File: src/design/mem_pkg.sv
`default_nettype none

package mem_pkg;

  localparam int unsigned ADDR_W = 32;
  localparam int unsigned DATA_W = 32;

  typedef struct packed {
    logic              req;   // One read per cycle in which this is high.
    logic [ADDR_W-1:0] addr;
  } mem_rd_req_t;

  // The memory answers one cycle after the request, without stalls.
  typedef struct packed {
    logic              valid;
    logic [DATA_W-1:0] rdata;
  } mem_rd_rsp_t;

  typedef struct packed {
    logic              req;
    logic [ADDR_W-1:0] addr;
    logic [DATA_W-1:0] wdata;
  } mem_wr_req_t;

endpackage

`default_nettype wire

File: src/design/stream_pkg.sv
`default_nettype none

package stream_pkg;

  // Default width of the word, line, feature and overall counters.
  localparam int unsigned COUNTER_BITS_DEF = 16;

  // One stream description, laid out as four 32-bit words.
  typedef struct packed {
    logic        [31:0] base_addr;    // Byte address of the first word.
    logic        [15:0] trans_size;   // Words in the whole transfer.
    logic        [15:0] line_length;  // Words per line.
    logic signed [15:0] line_stride;  // Byte step from one line start to the next.
    logic        [15:0] feat_length;  // Lines per feature.
    logic signed [15:0] feat_stride;  // Byte step from one feature start to the next.
    logic        [15:0] rsvd;         // Pads the last word.
  } stream_config_t;

  // Step flags of one address generator.
  // The update bits show which levels move on the current step.
  typedef struct packed {
    logic word_update;
    logic line_update;
    logic feat_update;
    logic in_progress;  // High while steps are still due.
  } stream_flags_t;

endpackage

`default_nettype wire

File: src/design/stream_addressgen.sv
`default_nettype none

module stream_addressgen #(
  parameter int unsigned ADDR_WIDTH   = 32,
  parameter int unsigned WORD_STRIDE  = 4,
  parameter int unsigned COUNTER_BITS = stream_pkg::COUNTER_BITS_DEF
) (
  input  wire logic                       clk,
  input  wire logic                       rst_n,
  input  wire logic                       en_i,
  input  wire logic                       inc_i,
  input  wire stream_pkg::stream_config_t cfg_i,
  output logic [ADDR_WIDTH-1:0]           addr_o,
  output stream_pkg::stream_flags_t       flags_o
);

  localparam logic [ADDR_WIDTH-1:0] ALIGN_MASK = ADDR_WIDTH'(WORD_STRIDE - 1);

  logic [COUNTER_BITS-1:0] line_len_m1;
  logic [COUNTER_BITS-1:0] feat_len_m1;
  logic [COUNTER_BITS:0]   trans_size;
  logic [ADDR_WIDTH-1:0]   base_addr;
  logic [ADDR_WIDTH-1:0]   line_step;
  logic [ADDR_WIDTH-1:0]   feat_step;
  logic [COUNTER_BITS-1:0] word_cnt;
  logic [COUNTER_BITS-1:0] line_cnt;
  logic [COUNTER_BITS-1:0] feat_cnt;
  logic [COUNTER_BITS:0]   overall_cnt;
  logic [COUNTER_BITS:0]   overall_nxt;
  logic [ADDR_WIDTH-1:0]   word_off;
  logic [ADDR_WIDTH-1:0]   line_off;
  logic [ADDR_WIDTH-1:0]   feat_off;
  logic                    line_wrap;
  logic                    feat_wrap;
  logic                    in_progress_q;

  assign line_len_m1 = COUNTER_BITS'(cfg_i.line_length - 16'd1);
  assign feat_len_m1 = COUNTER_BITS'(cfg_i.feat_length - 16'd1);
  assign trans_size  = (COUNTER_BITS+1)'(cfg_i.trans_size);
  assign base_addr   = ADDR_WIDTH'(cfg_i.base_addr);

  // Both strides are signed byte offsets.
  assign line_step = {{(ADDR_WIDTH-16){cfg_i.line_stride[15]}}, cfg_i.line_stride};
  assign feat_step = {{(ADDR_WIDTH-16){cfg_i.feat_stride[15]}}, cfg_i.feat_stride};

  // The last word of a line moves to the next line, the last line of a
  // feature moves to the next feature.
  assign line_wrap = !(word_cnt < line_len_m1);
  assign feat_wrap = line_wrap && !(line_cnt < feat_len_m1);

  assign overall_nxt = overall_cnt + (COUNTER_BITS+1)'(inc_i);

  assign flags_o.word_update = inc_i;
  assign flags_o.line_update = inc_i && line_wrap;
  assign flags_o.feat_update = inc_i && feat_wrap;
  assign flags_o.in_progress = in_progress_q;

  always_ff @(posedge clk or negedge rst_n) begin
    if (!rst_n) begin
      word_cnt    <= '0;
      line_cnt    <= '0;
      feat_cnt    <= '0;
      overall_cnt <= '0;
      word_off    <= '0;
      line_off    <= '0;
      feat_off    <= '0;
    end else if (!en_i) begin
      // A disabled generator starts the next stream from its base.
      word_cnt    <= '0;
      line_cnt    <= '0;
      feat_cnt    <= '0;
      overall_cnt <= '0;
      word_off    <= '0;
      line_off    <= '0;
      feat_off    <= '0;
    end else if (inc_i) begin
      overall_cnt <= overall_nxt;
      if (!line_wrap) begin
        word_cnt <= word_cnt + 1'b1;
        word_off <= word_off + ADDR_WIDTH'(WORD_STRIDE);
      end else if (!feat_wrap) begin
        word_cnt <= '0;
        word_off <= '0;
        line_cnt <= line_cnt + 1'b1;
        line_off <= line_off + line_step;
      end else begin
        word_cnt <= '0;
        word_off <= '0;
        line_cnt <= '0;
        line_off <= '0;
        feat_cnt <= feat_cnt + 1'b1;
        feat_off <= feat_off + feat_step;
      end
    end
  end

  // Low in the first enabled cycle, so it rises one cycle after enable.
  always_ff @(posedge clk or negedge rst_n) begin
    if (!rst_n) begin
      in_progress_q <= 1'b0;
    end else begin
      in_progress_q <= en_i && (overall_nxt < trans_size);
    end
  end

  assign addr_o = base_addr + word_off + line_off + feat_off;

  a_addr_aligned: assert property (@(posedge clk) disable iff (!rst_n)
    (en_i && (((base_addr | line_step | feat_step) & ALIGN_MASK) == '0))
    |-> ((addr_o & ALIGN_MASK) == '0))
    else $error("Generated address lost word alignment.");

  a_no_inc_disabled: assert property (@(posedge clk) disable iff (!rst_n)
    !en_i |-> !inc_i)
    else $error("Step requested while the generator is disabled.");

  // The three level counters always decompose the overall count.
  a_count_split: assert property (@(posedge clk) disable iff (!rst_n)
    en_i |-> (64'(feat_cnt) * 64'(cfg_i.line_length) * 64'(cfg_i.feat_length)
              + 64'(line_cnt) * 64'(cfg_i.line_length) + 64'(word_cnt)
              == 64'(overall_cnt)))
    else $error("Level counters disagree with the overall count.");

endmodule

`default_nettype wire

File: src/design/stream_copy_top.sv
`default_nettype none

module stream_copy_top #(
  parameter int unsigned ADDR_WIDTH   = 32,
  parameter int unsigned DATA_WIDTH   = 32,
  parameter int unsigned WORD_STRIDE  = 4,
  parameter int unsigned COUNTER_BITS = stream_pkg::COUNTER_BITS_DEF
) (
  input  wire logic                       clk,
  input  wire logic                       rst_n,
  input  wire logic                       start_i,
  input  wire stream_pkg::stream_config_t src_cfg_i,
  input  wire stream_pkg::stream_config_t dst_cfg_i,
  output mem_pkg::mem_rd_req_t            mem_rd_req_o,
  input  wire mem_pkg::mem_rd_rsp_t       mem_rd_rsp_i,
  output mem_pkg::mem_wr_req_t            mem_wr_req_o,
  output logic                            busy_o,
  output logic                            done_o
);

  stream_pkg::stream_config_t src_cfg;
  stream_pkg::stream_config_t dst_cfg;
  logic                       enable;
  logic                       src_finished;
  logic                       dst_finished;
  logic                       data_valid;
  logic [DATA_WIDTH-1:0]      data;

  stream_ctrl i_ctrl (
    .clk            (clk),
    .rst_n          (rst_n),
    .start_i        (start_i),
    .src_cfg_i      (src_cfg_i),
    .dst_cfg_i      (dst_cfg_i),
    .src_finished_i (src_finished),
    .dst_finished_i (dst_finished),
    .src_cfg_o      (src_cfg),
    .dst_cfg_o      (dst_cfg),
    .enable_o       (enable),
    .busy_o         (busy_o),
    .done_o         (done_o)
  );

  stream_source #(
    .ADDR_WIDTH   (ADDR_WIDTH),
    .DATA_WIDTH   (DATA_WIDTH),
    .WORD_STRIDE  (WORD_STRIDE),
    .COUNTER_BITS (COUNTER_BITS)
  ) i_source (
    .clk          (clk),
    .rst_n        (rst_n),
    .en_i         (enable),
    .cfg_i        (src_cfg),
    .mem_rd_rsp_i (mem_rd_rsp_i),
    .mem_rd_req_o (mem_rd_req_o),
    .data_valid_o (data_valid),
    .data_o       (data),
    .finished_o   (src_finished)
  );

  stream_sink #(
    .ADDR_WIDTH   (ADDR_WIDTH),
    .DATA_WIDTH   (DATA_WIDTH),
    .WORD_STRIDE  (WORD_STRIDE),
    .COUNTER_BITS (COUNTER_BITS)
  ) i_sink (
    .clk          (clk),
    .rst_n        (rst_n),
    .en_i         (enable),
    .cfg_i        (dst_cfg),
    .data_valid_i (data_valid),
    .data_i       (data),
    .mem_wr_req_o (mem_wr_req_o),
    .finished_o   (dst_finished)
  );

endmodule

`default_nettype wire

File: src/design/stream_ctrl.sv
`default_nettype none

module stream_ctrl (
  input  wire logic                       clk,
  input  wire logic                       rst_n,
  input  wire logic                       start_i,
  input  wire stream_pkg::stream_config_t src_cfg_i,
  input  wire stream_pkg::stream_config_t dst_cfg_i,
  input  wire logic                       src_finished_i,
  input  wire logic                       dst_finished_i,
  output stream_pkg::stream_config_t      src_cfg_o,
  output stream_pkg::stream_config_t      dst_cfg_o,
  output logic                            enable_o,
  output logic                            busy_o,
  output logic                            done_o
);

  typedef enum logic {
    IDLE,
    BUSY
  } state_e;

  state_e                     state_q;
  logic                       done_q;
  stream_pkg::stream_config_t src_cfg_q;
  stream_pkg::stream_config_t dst_cfg_q;

  always_ff @(posedge clk or negedge rst_n) begin
    if (!rst_n) begin
      state_q <= IDLE;
      done_q  <= 1'b0;
    end else begin
      done_q <= 1'b0;
      case (state_q)
        IDLE: if (start_i) state_q <= BUSY;
        BUSY: begin
          // Both sides must be through before the copy counts as done.
          if (src_finished_i && dst_finished_i) begin
            state_q <= IDLE;
            done_q  <= 1'b1;
          end
        end
        default: state_q <= IDLE;
      endcase
    end
  end

  // Configurations are taken only by a start while idle.
  always_ff @(posedge clk) begin
    if (state_q == IDLE && start_i) begin
      src_cfg_q <= src_cfg_i;
      dst_cfg_q <= dst_cfg_i;
    end
  end

  assign src_cfg_o = src_cfg_q;
  assign dst_cfg_o = dst_cfg_q;
  assign enable_o  = (state_q == BUSY);  // Dropping it clears both generators.
  assign busy_o    = (state_q == BUSY);
  assign done_o    = done_q;

  a_done_pulse: assert property (@(posedge clk) disable iff (!rst_n)
    done_o |=> !done_o)
    else $error("Done lasted longer than one cycle.");

endmodule

`default_nettype wire

File: src/design/stream_sink.sv
`default_nettype none

module stream_sink #(
  parameter int unsigned ADDR_WIDTH   = 32,
  parameter int unsigned DATA_WIDTH   = 32,
  parameter int unsigned WORD_STRIDE  = 4,
  parameter int unsigned COUNTER_BITS = stream_pkg::COUNTER_BITS_DEF
) (
  input  wire logic                       clk,
  input  wire logic                       rst_n,
  input  wire logic                       en_i,
  input  wire stream_pkg::stream_config_t cfg_i,
  input  wire logic                       data_valid_i,
  input  wire logic [DATA_WIDTH-1:0]      data_i,
  output mem_pkg::mem_wr_req_t            mem_wr_req_o,
  output logic                            finished_o
);

  stream_pkg::stream_flags_t gen_flags;
  logic [ADDR_WIDTH-1:0]     gen_addr;
  logic                      accept;
  logic                      en_q;

  // A strobe past the end of the destination stream is dropped.
  assign accept = en_i && data_valid_i && gen_flags.in_progress;

  stream_addressgen #(
    .ADDR_WIDTH   (ADDR_WIDTH),
    .WORD_STRIDE  (WORD_STRIDE),
    .COUNTER_BITS (COUNTER_BITS)
  ) i_addrgen (
    .clk     (clk),
    .rst_n   (rst_n),
    .en_i    (en_i),
    .inc_i   (accept),
    .cfg_i   (cfg_i),
    .addr_o  (gen_addr),
    .flags_o (gen_flags)
  );

  // The write leaves in the cycle of the strobe.
  assign mem_wr_req_o.req   = accept;
  assign mem_wr_req_o.addr  = gen_addr;
  assign mem_wr_req_o.wdata = data_i;

  always_ff @(posedge clk or negedge rst_n) begin
    if (!rst_n) begin
      en_q <= 1'b0;
    end else begin
      en_q <= en_i;
    end
  end

  assign finished_o = en_q && !gen_flags.in_progress;  // Last write has gone out.

  a_no_late_strobe: assert property (@(posedge clk) disable iff (!rst_n)
    data_valid_i |-> gen_flags.in_progress)
    else $error("Data strobe arrived after the destination stream finished.");

endmodule

`default_nettype wire

File: src/design/stream_source.sv
`default_nettype none

module stream_source #(
  parameter int unsigned ADDR_WIDTH   = 32,
  parameter int unsigned DATA_WIDTH   = 32,
  parameter int unsigned WORD_STRIDE  = 4,
  parameter int unsigned COUNTER_BITS = stream_pkg::COUNTER_BITS_DEF
) (
  input  wire logic                       clk,
  input  wire logic                       rst_n,
  input  wire logic                       en_i,
  input  wire stream_pkg::stream_config_t cfg_i,
  input  wire mem_pkg::mem_rd_rsp_t       mem_rd_rsp_i,
  output mem_pkg::mem_rd_req_t            mem_rd_req_o,
  output logic                            data_valid_o,
  output logic [DATA_WIDTH-1:0]           data_o,
  output logic                            finished_o
);

  stream_pkg::stream_flags_t gen_flags;
  logic [ADDR_WIDTH-1:0]     gen_addr;
  logic                      step;
  logic                      req_q;
  logic                      en_q;

  // Without back-pressure a read goes out on every cycle of the stream.
  assign step = en_i && gen_flags.in_progress;

  stream_addressgen #(
    .ADDR_WIDTH   (ADDR_WIDTH),
    .WORD_STRIDE  (WORD_STRIDE),
    .COUNTER_BITS (COUNTER_BITS)
  ) i_addrgen (
    .clk     (clk),
    .rst_n   (rst_n),
    .en_i    (en_i),
    .inc_i   (step),
    .cfg_i   (cfg_i),
    .addr_o  (gen_addr),
    .flags_o (gen_flags)
  );

  assign mem_rd_req_o.req  = step;
  assign mem_rd_req_o.addr = gen_addr;

  // Tracks the read still in flight, and whether enable was already high.
  always_ff @(posedge clk or negedge rst_n) begin
    if (!rst_n) begin
      req_q <= 1'b0;
      en_q  <= 1'b0;
    end else begin
      req_q <= step;
      en_q  <= en_i;
    end
  end

  // Read data goes straight on to the sink.
  assign data_valid_o = mem_rd_rsp_i.valid;
  assign data_o       = mem_rd_rsp_i.rdata;

  // The generator needs one enabled cycle before in_progress means anything.
  assign finished_o = en_q && !gen_flags.in_progress && !req_q;

  a_rsp_after_req: assert property (@(posedge clk) disable iff (!rst_n)
    mem_rd_rsp_i.valid |-> $past(mem_rd_req_o.req))
    else $error("Read response without a request in the previous cycle.");

endmodule

`default_nettype wire

File: config.mk
export PLATFORM = sky130hd
export DESIGN_NAME = stream_copy_top
export DESIGN_NICKNAME = d
export VERILOG_FILES = /design/src/design/mem_pkg.sv /design/src/design/stream_pkg.sv /design/src/design/stream_addressgen.sv /design/src/design/stream_copy_top.sv /design/src/design/stream_ctrl.sv /design/src/design/stream_sink.sv /design/src/design/stream_source.sv
export SDC_FILE = /design/constraint.sdc
export NUM_CORES = 1
export LEC_CHECK = 0
export BUFFER_PORTS_ARGS = -buffer_cell sky130_fd_sc_hd__clkbuf_2
export CAP_MARGIN = 20
export CORE_ASPECT_RATIO = 0.5
export CORE_MARGIN = 5
export CORE_UTILIZATION = 65
export DETAILED_ROUTE_END_ITERATION = 6
export MAX_ROUTING_LAYER = met4
export PLACE_DENSITY = 0.87
export SYNTH_ARGS = -nofsm -noshare
export SYNTH_HDL_FRONTEND = slang
export SYNTH_SLANG_ARGS = --single-unit
File: constraint.sdc
create_clock -name clk -period 27.6 [get_ports clk]
set_input_delay 2.76 -clock clk [delete_from_list [all_inputs] [get_ports clk]]
set_output_delay 2.76 -clock clk [all_outputs]
set_load 0.005 [all_outputs]
==> implementation parameters, run 1 <==
Parameter                              Value

GRT
  Via count of the first global-routing pass ... 28410
  Global-route total usage across every layer ... 0.2976
  First-pass GRT wire length ... 141400 um
  Antenna violations before repair ... 3
  Grt ovf ... 0
  Largest net degree at the start of global routing ... 107

Logic synthesis
  Synthesis Warnings ... 0
  Portion of the post-synthesis area used by sequential elements ... 0.3984
  Flip-flop and latch count after synthesis ... 516
  Yosys cell types ... 84
  Area share of the largest cell type after synthesis ... 0.2075
  Share of flip-flops with an asynchronous set or reset after synthesis ... 0.5659
  Average instance area after synthesis ... 9.861 sq um
  Synthesized area ... 35220 sq um
  Number of enable-type register cells in the synthesized netlist ... 224
  Dominant cell type by area after synthesis ... dfrtp_1
  Net Count, Synth ... 4282
  Most frequently used flop master after synthesis ... dfrtp_1
  Count of mapped cells out of synthesis ... 3572
  Top post-synthesis cells by area ... dfrtp_1 21%, edfxtp_1 19%, ha_1 10%, fa_1 7.0%, xnor2_1 4.3%

Floorplan
  Overall die height ... 174.6 um
  Horizontal die dimension ... 339.2 um
  Initial Util ... 0.6562
  Core Rows ... 60
  I/O pins ... 392

CTS
  Number of buffers created by CTS ... 47
  Setup fix buffers added after clock tree synthesis ... 0
  Max H-tree Level ... 2
  Total of hold buffers inserted after clock tree synthesis ... 0
  Number of buffers on the longest clock path ... 3
  Buffer type at the clock tree root ... clkbuf_16
  Number of resized instances in the post-cts repair step ... 0
  Total clock sinks ... 516

Placed design
  Final weighted congestion in routability-driven placement ... 0.9116
  Total of buffers placed on input and output ports ... 295
  HPWL after detailed placement ... 63580 um

Outcome
  Stage reached ... detailed routing
  Run status ... stopped before the end
  First reported error ... [ERROR DRT-0255] Maze Route cannot find path of net mem_rd_rsp_i[12] in worker of routeBox ( 289800 96600 ) ( 339205 144900 ).
[cells in the mapped netlist (6+ instances only)]
cell / n
a211o_1: 7
a211oi_1: 21
a21boi_0: 6
a21o_1: 118
a21oi_1: 186
a22o_1: 17
a31oi_1: 32
and2_1: 20
and3_1: 76
and4_1: 8
buf_1: 11
buf_2: 7
buf_4: 34
clkbuf_1: 73
dfrtp_1: 292
edfxtp_1: 224
fa_1: 124
ha_1: 294
inv_1: 364
nand2_1: 278
nand2b_1: 34
nand3_1: 106
nand3b_1: 8
nand4_1: 44
nor2_1: 223
nor2b_1: 25
nor3_1: 53
nor4_1: 17
o2111ai_1: 10
o211ai_1: 9
o21a_1: 38
o21ai_0: 236
o21ai_1: 12
o21bai_1: 18
o22ai_1: 30
o31ai_1: 42
o41ai_1: 11
or2_2: 8
or3_1: 31
or4_1: 11
xnor2_1: 174
xor2_1: 158
[routing by layer]
| metal | track usage |
|---|---|
| met4 | 0.1253 |
| met1 | 0.3653 |
| met5 | - |
| met2 | 0.5024 |
| met3 | 0.04107 |
[cells by family after synthesis]
family | after synthesis | synth area share
multiplexers | 5 | 0.001421
adder cells (fa/ha/maj) | 418 | 0.1749
AO/OA/AOI/OAI | 850 | 0.1549
buffers and inverters | 491 | 0.05620
XOR/XNOR | 332 | 0.08255
AND/OR/NAND/NOR | 960 | 0.1315
flip-flops | 516 | 0.3984
[stage by stage]
step	cell area (sq um)	utilization	hold WS [ns]	cells	setup WS [ns]
floorplan	35220	-	0.3941	3572	14.36
global placement	37190	0.6928	0.4090	4477	20.38
detailed placement	37190	0.6929	0.4126	4478	20.18
CTS	38720	0.7214	0.4381	4564	19.54
global route	38760	0.7221	0.4652	4568	19.26
==> run 2: changes to the inputs <==
Settings changed: CORE_ASPECT_RATIO 0.5 to default, CORE_UTILIZATION 65 to 40, MAX_ROUTING_LAYER met4 to default, PLACE_DENSITY 0.87 to default, PLACE_DENSITY_LB_ADDON from default to 0.15.
==> run 2 against run 1 <==
Global-route usage shrank 11 points. Synthesized area unchanged. Synthesized cell count unchanged. The flow now finishes without violations.
==> implementation parameters, run 2 <==
Parameter                              Value

Floorplan
  Overall die height ... 306.7 um (+76%)
  Die area ... 94090 sq um
  Core Rows ... 108 (+80%)
  I/O pins ... 392 (unchanged)
  Standard cell core area ... 87020 sq um
  Horizontal die dimension ... 306.7 um (-9.6%)
  Initial Util ... 0.4047 (-0.2515)

Placed design
  HPWL after detailed placement ... 68440 um (+7.6%)
  Total of buffers placed on input and output ports ... 295 (unchanged)
  Final weighted congestion in routability-driven placement ... 0.8413 (-7.7%)
  Worst-case setup slack after placement ... 19.85 ns (-0.3372 ns)
  Instance area after placement ... 37810 sq um (+1.7%)

GRT
  Global route hottest layer ... met2
  Global-route total usage across every layer ... 0.1907 (-0.1070)
  Global routing usage on met1 ... 0.2543 (-0.1110)
  Antenna violations before repair ... 0 (-3)
  Via count of the first global-routing pass ... 26160 (-7.9%)
  Grt ovf ... 0 (unchanged)
  First-pass GRT wire length ... 144400 um (+2.1%)
  Largest net degree at the start of global routing ... 142 (+33%)
  GR Layer Usage met3 ... 0.02574 (-0.01533)
  Global-route track usage on met2 ... 0.3290 (-0.1734)

Logic synthesis
  Number of enable-type register cells in the synthesized netlist ... 224 (unchanged)
  Portion of the post-synthesis area used by sequential elements ... 0.3984 (unchanged)
  Flip-flop and latch count after synthesis ... 516 (unchanged)
  Dominant cell type by area after synthesis ... dfrtp_1
  Top cell types by occurrence after synthesis ... 364 x inv_1, 294 x ha_1, 292 x dfrtp_1, 278 x nand2_1, 236 x o21ai_0
  Yosys cell types ... 84 (unchanged)
  Count of mapped cells out of synthesis ... 3572 (unchanged)
  Most frequently used flop master after synthesis ... dfrtp_1
  Area share of the largest cell type after synthesis ... 0.2075 (unchanged)
  Most frequent cell after synthesis ... inv_1
  Synthesis Warnings ... 0 (unchanged)
  Synthesized area ... 35220 sq um (unchanged)
  Share of flip-flops with an asynchronous set or reset after synthesis ... 0.5659 (unchanged)
  Net Count, Synth ... 4282 (unchanged)
  Top post-synthesis cells by area ... dfrtp_1 21%, edfxtp_1 19%, ha_1 10%, fa_1 7.0%, xnor2_1 4.3%
  Average instance area after synthesis ... 9.861 sq um (unchanged)

Detailed routing
  Final antenna-violating net count ... 0
  DRC marker count from the first detailed-route iteration ... 1310
  Final wirelength ... 90920 um
  Router iterations before antenna repair ... 5
  Routed len/inst ... 18.03 um
  Vias ... 25940
  DR DRC count ... 0
  Via density per instance ... 5.145

Cells and area
  Total number of nets in the final design ... 4545
  Reg area ... 14030 sq um
  Area delta synth->final ... 13.35%
  Footprint of the multi-input gates ... 19230 sq um
  Most frequent cells in the layout ... 364 x inv_1, 294 x ha_1, 294 x clkbuf_2
  Leading cell type in the layout, fill and taps excluded ... inv_1
  Antenna Diode Count ... 0
  Finished layout cell area ... 39930 sq um
  Filler cell count in the final layout ... 8426
  Share of cells above drive strength 1 ... 0.1168

Flow run
  Max Cap Violations ... 0

STA
  Max Slew Vio Count ... 0
  Slew of the pin with the lowest slew margin ... 1.097 ns
  RSZ-0062 raised after global routing ... no
  Hold violation total from the final report ... 0
  Sum Neg Setup Slack ... 0 ns
  Slew Limit Headroom ... 0.2662
  Peak clock frequency supported by timing ... 117.8 MHz
  Final min period ... 8.488 ns
  Final critical-path setup slack ... 19.11 ns
  Final setup violation count ... 0
  Fin Clk Skew ... 0.02818 ns
  Part of the cycle the worst path needs ... 0.3075

CTS
  Total clock sinks ... 516 (unchanged)
  Reg clk slew, reported paths ... 0.07 ns
  Number of buffers on the longest clock path ... 3 (unchanged)
  Max H-tree Level ... 2 (unchanged)
  Buffer type at the clock tree root ... clkbuf_16
  Number of resized instances in the post-cts repair step ... 0 (unchanged)
  Later-pin clock latency in the skew report ... 0.67 ns
  Number of buffers created by CTS ... 61 (+30%)
  TritonCTS clock tree ... done
  Total of hold buffers inserted after clock tree synthesis ... 0 (unchanged)
  Setup fix buffers added after clock tree synthesis ... 0 (unchanged)

Outcome
  Run status ... complete, no violations

Min path
  Hold WC Path Type ... reg2reg
  Critical hold path startpoint ... i_source.req_q$_DFF_PN0_

Pwr
  Design Power ... 2.305 mW
  Leakage power ... 18.60 nW
  Peak VDD IR ... 0.07426 mV
  Power per cell area ... 57.74 nW/um^2

Critical path
  Data arrival, critical path ... 5.73 ns
  Maximum fanout along the worst path ... 5
  Kind of start point of the critical path ... flip-flop
  R2r startpoint ... i_ctrl.src_cfg_o[67]$_DFFE_PP_
  Endpoint required time on the critical path ... 24.84 ns
  Timing startpoint of the critical path ... i_source.i_addrgen.line_off[2]$_DFFE_PN0P_
  Critical path class ... reg2out
  Kind of end point of the critical path ... primary output
## run 2: cell counts after synthesis
No cell type changed its count.
## run 2: critical path, cell delays in order, from the launching register on
cell and delay, ns:
dfrtp_1 0.39, inv_1 0.16, fa_1 0.46, fa_1 0.51, inv_1 0.07, ha_1 0.28
a21o_1 0.10, a21oi_1 0.10, or3_1 0.40, nand2_1 0.09, o2111ai_1 0.19, a31oi_1 0.45
a41oi_1 0.44, o311ai_0 0.49, a21oi_1 0.14, xnor2_1 0.54, clkbuf_2 0.23
## run 2: path summary, 6_finish.rpt
check,slack (ns),depth (start not counted),to
min in group asynchronous,2.10,1,i_source.i_addrgen.overall_cnt[7]$_DFFE_PN0P_
max in group asynchronous,24.02,2,i_source.i_addrgen.feat_off[25]$_DFFE_PN0P_
max reg2reg,22.48,18,i_source.i_addrgen.line_cnt[14]$_DFFE_PN0P_
max,19.11,16,mem_rd_req_o[28]
min reg2reg,0.51,1,i_ctrl.done_o$_DFF_PN0_
min,0.51,1,i_ctrl.done_o$_DFF_PN0_
## run 2: area by class of cell
class	instances	share of cell area
multi-input combinational	2565	0.4818
timing repair buffer	325	0.04318
inverter	366	0.03441
sequential	516	0.3515
clock buffer	89	0.04450
clock inverter	27	0.008430
tap	1155	0.03620
## run 2: where the power goes
group,switching [mW],internal (mW)
Combinational,0.317,0.252
Clock,0.350,0.511
Sequential,0.0389,0.836
Total,0.706,1.60
## run 2: through the flow
step	std cells	utilization	hold WS [ns]
2_1_floorplan	3572	-	0.3941
3_3_place_gp	4927	0.4345	0.4893
3_5_place_dp	4927	0.4345	0.4909
4_1_cts	5043	0.4588	0.5077
5_1_grt	5043	0.4588	0.5263
6_report	5043	0.4588	0.5103
## run 2: cells by family (layout without fill, tap and decap cells)
kind of cell,Yosys count,count (layout),share of synthesized area
XOR/XNOR,332,332,0.08255
AO/OA/AOI/OAI,850,850,0.1549
adder cells (fa/ha/maj),418,418,0.1749
multiplexers,5,5,0.001421
flip-flops,516,516,0.3984
buffers and inverters,491,807,0.05620
AND/OR/NAND/NOR,960,960,0.1315
## run 2: layer usage
layer / share of wire / vias to the layer above
li1: - / 13060
met1: 0.45 / 12350
met2: 0.48 / 410
met3: 0.037 / 127
met4: 0.025 / 0
met5: 0 / -
Note: power is estimated with default switching activity, not from simulation.
==> run 3: changes to the inputs <==
Settings changed: ABC_AREA from default to 1.
Clock period 27.6 ns to 7.25 ns, I/O delays scaled along.
==> run 3 against run 2 <==
Die area up 12%. Highest routed layer is now met5. Clock skew up 0.0023 ns. Clock power rose to 4.0 times the previous value. Global-route usage up 3.2 points. Sequential cell count unchanged. Combinational power rose to 4.0 times the previous value. Core utilization down 0.57 points. Final cell count up 36%. Register-to-register slack worse by 20 ns.
==> implementation parameters, run 3 <==
Parameter                              Value

Floorplan
  Core Rows ... 115 (+6.5%)
  Die area ... 105800 sq um (+12%)
  Standard cell core area ... 98560 sq um (+13%)
  Initial Util ... 0.4035 (-0.001295)
  Overall die height ... 325.3 um (+6.1%)
  I/O pins ... 392 (unchanged)
  Horizontal die dimension ... 325.3 um (+6.1%)

Critical path
  Crit path largest cell delay ... 0.54 ns (about the same)
  Worst setup path endpoint ... mem_wr_req_o[63]
  Data arrival, critical path ... 4.43 ns (-1.30 ns)
  Slowest cell on the critical path ... fa_1
  End of the worst register-to-register path ... i_source.i_addrgen.line_off[12]$_DFFE_PN0P_
  Kind of end point of the critical path ... primary output
  CP top delay family ... adder cells
  Critical path class ... reg2out
  Number of cells on the critical path ... 15 (-1)
  R2r setup slk ... 2.70 ns (-19.78 ns)
  Maximum fanout along the worst path ... 4 (-1)
  Number of buffers and inverters on the critical path ... 3 (unchanged)
  Cell-by-cell trace of the critical path ... inv_1, fa_1, fa_1, inv_1, fa_1, nand2_1, nand2_1, o21ai_0, o21ai_1, nand3_1, nand2_1, nand2_1, nand2_1, xor2_1, clkbuf_2
  R2r startpoint ... i_ctrl.src_cfg_o[66]$_DFFE_PP_
  Top cell by count, worst path ... nand2_1
  Endpoint required time on the critical path ... 6.52 ns (-18.32 ns)
  Kind of start point of the critical path ... flip-flop
  Number of cell instances on the worst register-to-register path ... 18 (unchanged)
  Timing startpoint of the critical path ... i_sink.i_addrgen.word_off[2]$_DFFE_PN0P_

Min path
  Hold WC Path Type ... in2async

Logic synthesis
  Dominant cell type by area after synthesis ... dfrtp_1
  Average instance area after synthesis ... 7.573 sq um (-23%)
  Count of mapped cells out of synthesis ... 5251 (+47%)
  Top post-synthesis cells by area ... dfrtp_1 18%, edfxtp_1 17%, nand2_1 14%, ha_1 9.3%, inv_1 8.4%
  Share of flip-flops with an asynchronous set or reset after synthesis ... 0.5659 (unchanged)
  Synthesized area ... 39770 sq um (+13%)
  Yosys cell types ... 57 (-32%)
  Flip-flop and latch count after synthesis ... 516 (unchanged)
  Portion of the post-synthesis area used by sequential elements ... 0.3529 (-0.04552)
  Area share of the largest cell type after synthesis ... 0.1838 (-0.02370)
  Synthesis Warnings ... 0 (unchanged)
  Net Count, Synth ... 5961 (+39%)
  Number of enable-type register cells in the synthesized netlist ... 224 (unchanged)
  Most frequently used flop master after synthesis ... dfrtp_1
  Most frequent cell after synthesis ... nand2_1
  Top cell types by occurrence after synthesis ... 1490 x nand2_1, 892 x inv_1, 454 x nor2_1, 303 x nand3_1, 294 x ha_1

STA
  Max Slew Vio Count ... 0 (unchanged)
  Final setup violation count ... 0 (unchanged)
  Sum Neg Setup Slack ... 0 ns (unchanged)
  Final min period ... 5.158 ns
  Fin Clk Skew ... 0.03046 ns (+0.002279 ns)
  Hold violation total from the final report ... 0 (unchanged)
  Part of the cycle the worst path needs ... 0.7115
  Peak clock frequency supported by timing ... 193.9 MHz
  Slew of the pin with the lowest slew margin ... 1.024 ns (-0.07268 ns)
  Slew Limit Headroom ... 0.3157 (+0.04954)
  RSZ-0062 raised after global routing ... no

Detailed routing
  Final wirelength ... 120100 um (+32%)
  DRC marker count from the first detailed-route iteration ... 2521 (+92%)
  Vias ... 34230 (+32%)
  Final antenna-violating net count ... 0 (unchanged)
  DR DRC count ... 0 (unchanged)
  Routed len/inst ... 17.46 um (-3.2%)
  Via density per instance ... 4.977 (-3.3%)
  Router iterations before antenna repair ... 7 (+2)

CTS
  Reg clk slew, reported paths ... 0.06 ns (about the same)
  Number of resized instances in the post-cts repair step ... 0 (unchanged)
  Number of buffers created by CTS ... 68 (+11%)
  Total clock sinks ... 516 (unchanged)
  Number of buffers on the longest clock path ... 3 (unchanged)
  Max H-tree Level ... 3 (+1)
  Buffer type at the clock tree root ... clkbuf_16
  TritonCTS clock tree ... done
  Later-pin clock latency in the skew report ... 0.64 ns (-0.03 ns)
  Setup fix buffers added after clock tree synthesis ... 0 (unchanged)
  Total of hold buffers inserted after clock tree synthesis ... 0 (unchanged)

Placed design
  Instance area after placement ... 42440 sq um (+12%)
  Total of buffers placed on input and output ports ... 295 (unchanged)
  HPWL after detailed placement ... 95250 um (+39%)
  Final weighted congestion in routability-driven placement ... 0.9423 (+12%)

Pwr
  Switching portion of total power ... 0.3311 (+0.02490)
  Internal power of the cells ... 6.029 mW (+280%)
  Clock share of power ... 0.379 (+0.006)
  Design Power ... 9.014 mW (+290%)
  Peak VDD IR ... 0.1702 mV (+130%)
  Logic pwr share ... 0.253 (+0.006)
  Leakage power ... 23.01 nW (+24%)
  Sw Pwr ... 2.985 mW (+320%)
  Part of the total power dissipated in sequential elements ... 0.368 (-0.012)
  Power per cell area ... 201.8 nW/um^2 (+250%)

GRT
  Antenna violations before repair ... 5 (+5)
  Via count of the first global-routing pass ... 32740 (+25%)
  Global-route total usage across every layer ... 0.2225 (+0.03180)
  Largest net degree at the start of global routing ... 121 (-15%)
  Grt ovf ... 0 (unchanged)
  First-pass GRT wire length ... 185400 um (+28%)

Cells and area
  Area delta synth->final ... 12.31%
  Finished layout cell area ... 44660 sq um (+12%)
  Total number of nets in the final design ... 6243 (+37%)
  Leading cell type in the layout, fill and taps excluded ... nand2_1
  Share of cells above drive strength 1 ... 0.08465 (-0.03212)
  Most frequent cells in the layout ... 1490 x nand2_1, 892 x inv_1, 453 x nor2_1
  Filler cell count in the final layout ... 10060 (+19%)

Outcome
  Run status ... complete, no violations

Flow run
  Max Cap Violations ... 0 (unchanged)
run 3: per-stage QoR:
| stage | worst slack (ns) | std cells | hold slack (ns) | utilization |
|---|---|---|---|---|
| 2_1_floorplan | 0.1888 | 5251 | 0.3950 | - |
| 3_3_place_gp | 2.748 | 6750 | 0.4719 | 0.4306 |
| 3_5_place_dp | 2.691 | 6750 | 0.4938 | 0.4306 |
| 4_1_cts | 2.131 | 6875 | 0.09680 | 0.4530 |
| 5_1_grt | 1.857 | 6876 | 0.1357 | 0.4531 |
| 6_report | 2.092 | 6878 | 0.1075 | 0.4531 |
run 3: worst reg2reg max path: cells and delay by family, from the launching register on:
family	cells	cell delay [ns]
AO/OA/AOI/OAI	2	0.43
XOR/XNOR	1	0.15
adder cells (fa/ha/maj)	1	0.30
buffers and inverters	2	0.65
flip-flops	1	0.42
AND/OR/NAND/NOR	12	2.51
run 3: metal layers:
metal / GRT usage / part of all wire / vias to the layer above
met1: 0.3198 / 0.48 / 15900
met4: 0.06363 / 0.030 / 2
li1: - / - / 17320
met2: 0.3384 / 0.42 / 843
met5: 0 / 0.000067 / -
met3: 0.04887 / 0.069 / 170
run 3: logic make-up (layout without fill, tap and decap cells):
logic type,Yosys count,count (layout),synth area share
other cells,0,3,0
flops,516,516,0.3529
xor+xnor,212,212,0.04669
compound gates,580,580,0.07879
buf+inv,995,1332,0.09905
fa+ha+maj,418,418,0.1549
simple gates,2530,2530,0.2676
run 3: how the worst min path moves through the flow:
stage                                                              from                                       endpoint  slack (ns)
after floorplan                                i_source.req_q$_DFF_PN0_                        i_ctrl.done_o$_DFF_PN0_        0.40
after global placement    i_source.i_addrgen.overall_cnt[0]$_DFFE_PN0P_  i_source.i_addrgen.overall_cnt[0]$_DFFE_PN0P_        0.47
after detailed placement    i_sink.i_addrgen.overall_cnt[0]$_DFFE_PN0P_    i_sink.i_addrgen.overall_cnt[0]$_DFFE_PN0P_        0.49
after CTS                                                         rst_n       i_sink.i_addrgen.feat_off[7]$_DFFE_PN0P_         0.1
after global routing                                              rst_n       i_sink.i_addrgen.feat_off[9]$_DFFE_PN0P_        0.14
final                                                             rst_n       i_sink.i_addrgen.feat_off[8]$_DFFE_PN0P_        0.11
run 3: area by class of cell:
| cell class | count | area [sq um] | area share |
|---|---|---|---|
| Timing Repair Buffer | 306 | 1607 | 0.03597 |
| Multi-Input combinational cell | 3740 | 21800 | 0.4881 |
| Clock inverter | 35 | 347.8 | 0.007788 |
| Clock buffer | 90 | 1866 | 0.04177 |
| Sequential cell | 516 | 14030 | 0.3143 |
| Antenna cell | 3 | 7.507 | 0.0001681 |
| Tap cell | 1287 | 1610 | 0.03606 |
| Inverter | 901 | 3387 | 0.07584 |
run 3: power by group through the flow:
| stage | combinational [mW] | clock, mW | sequential [mW] |
|---|---|---|---|
| 2_1_floorplan | 1.48 | 0 | 3.32 |
| 3_3_place_gp | 2.26 | 0 | 3.37 |
| 3_5_place_dp | 2.27 | 0 | 3.37 |
| 4_1_cts | 2.28 | 3.53 | 3.32 |
| 5_1_grt | 2.57 | 3.63 | 3.34 |
| 6_report | 2.28 | 3.42 | 3.32 |
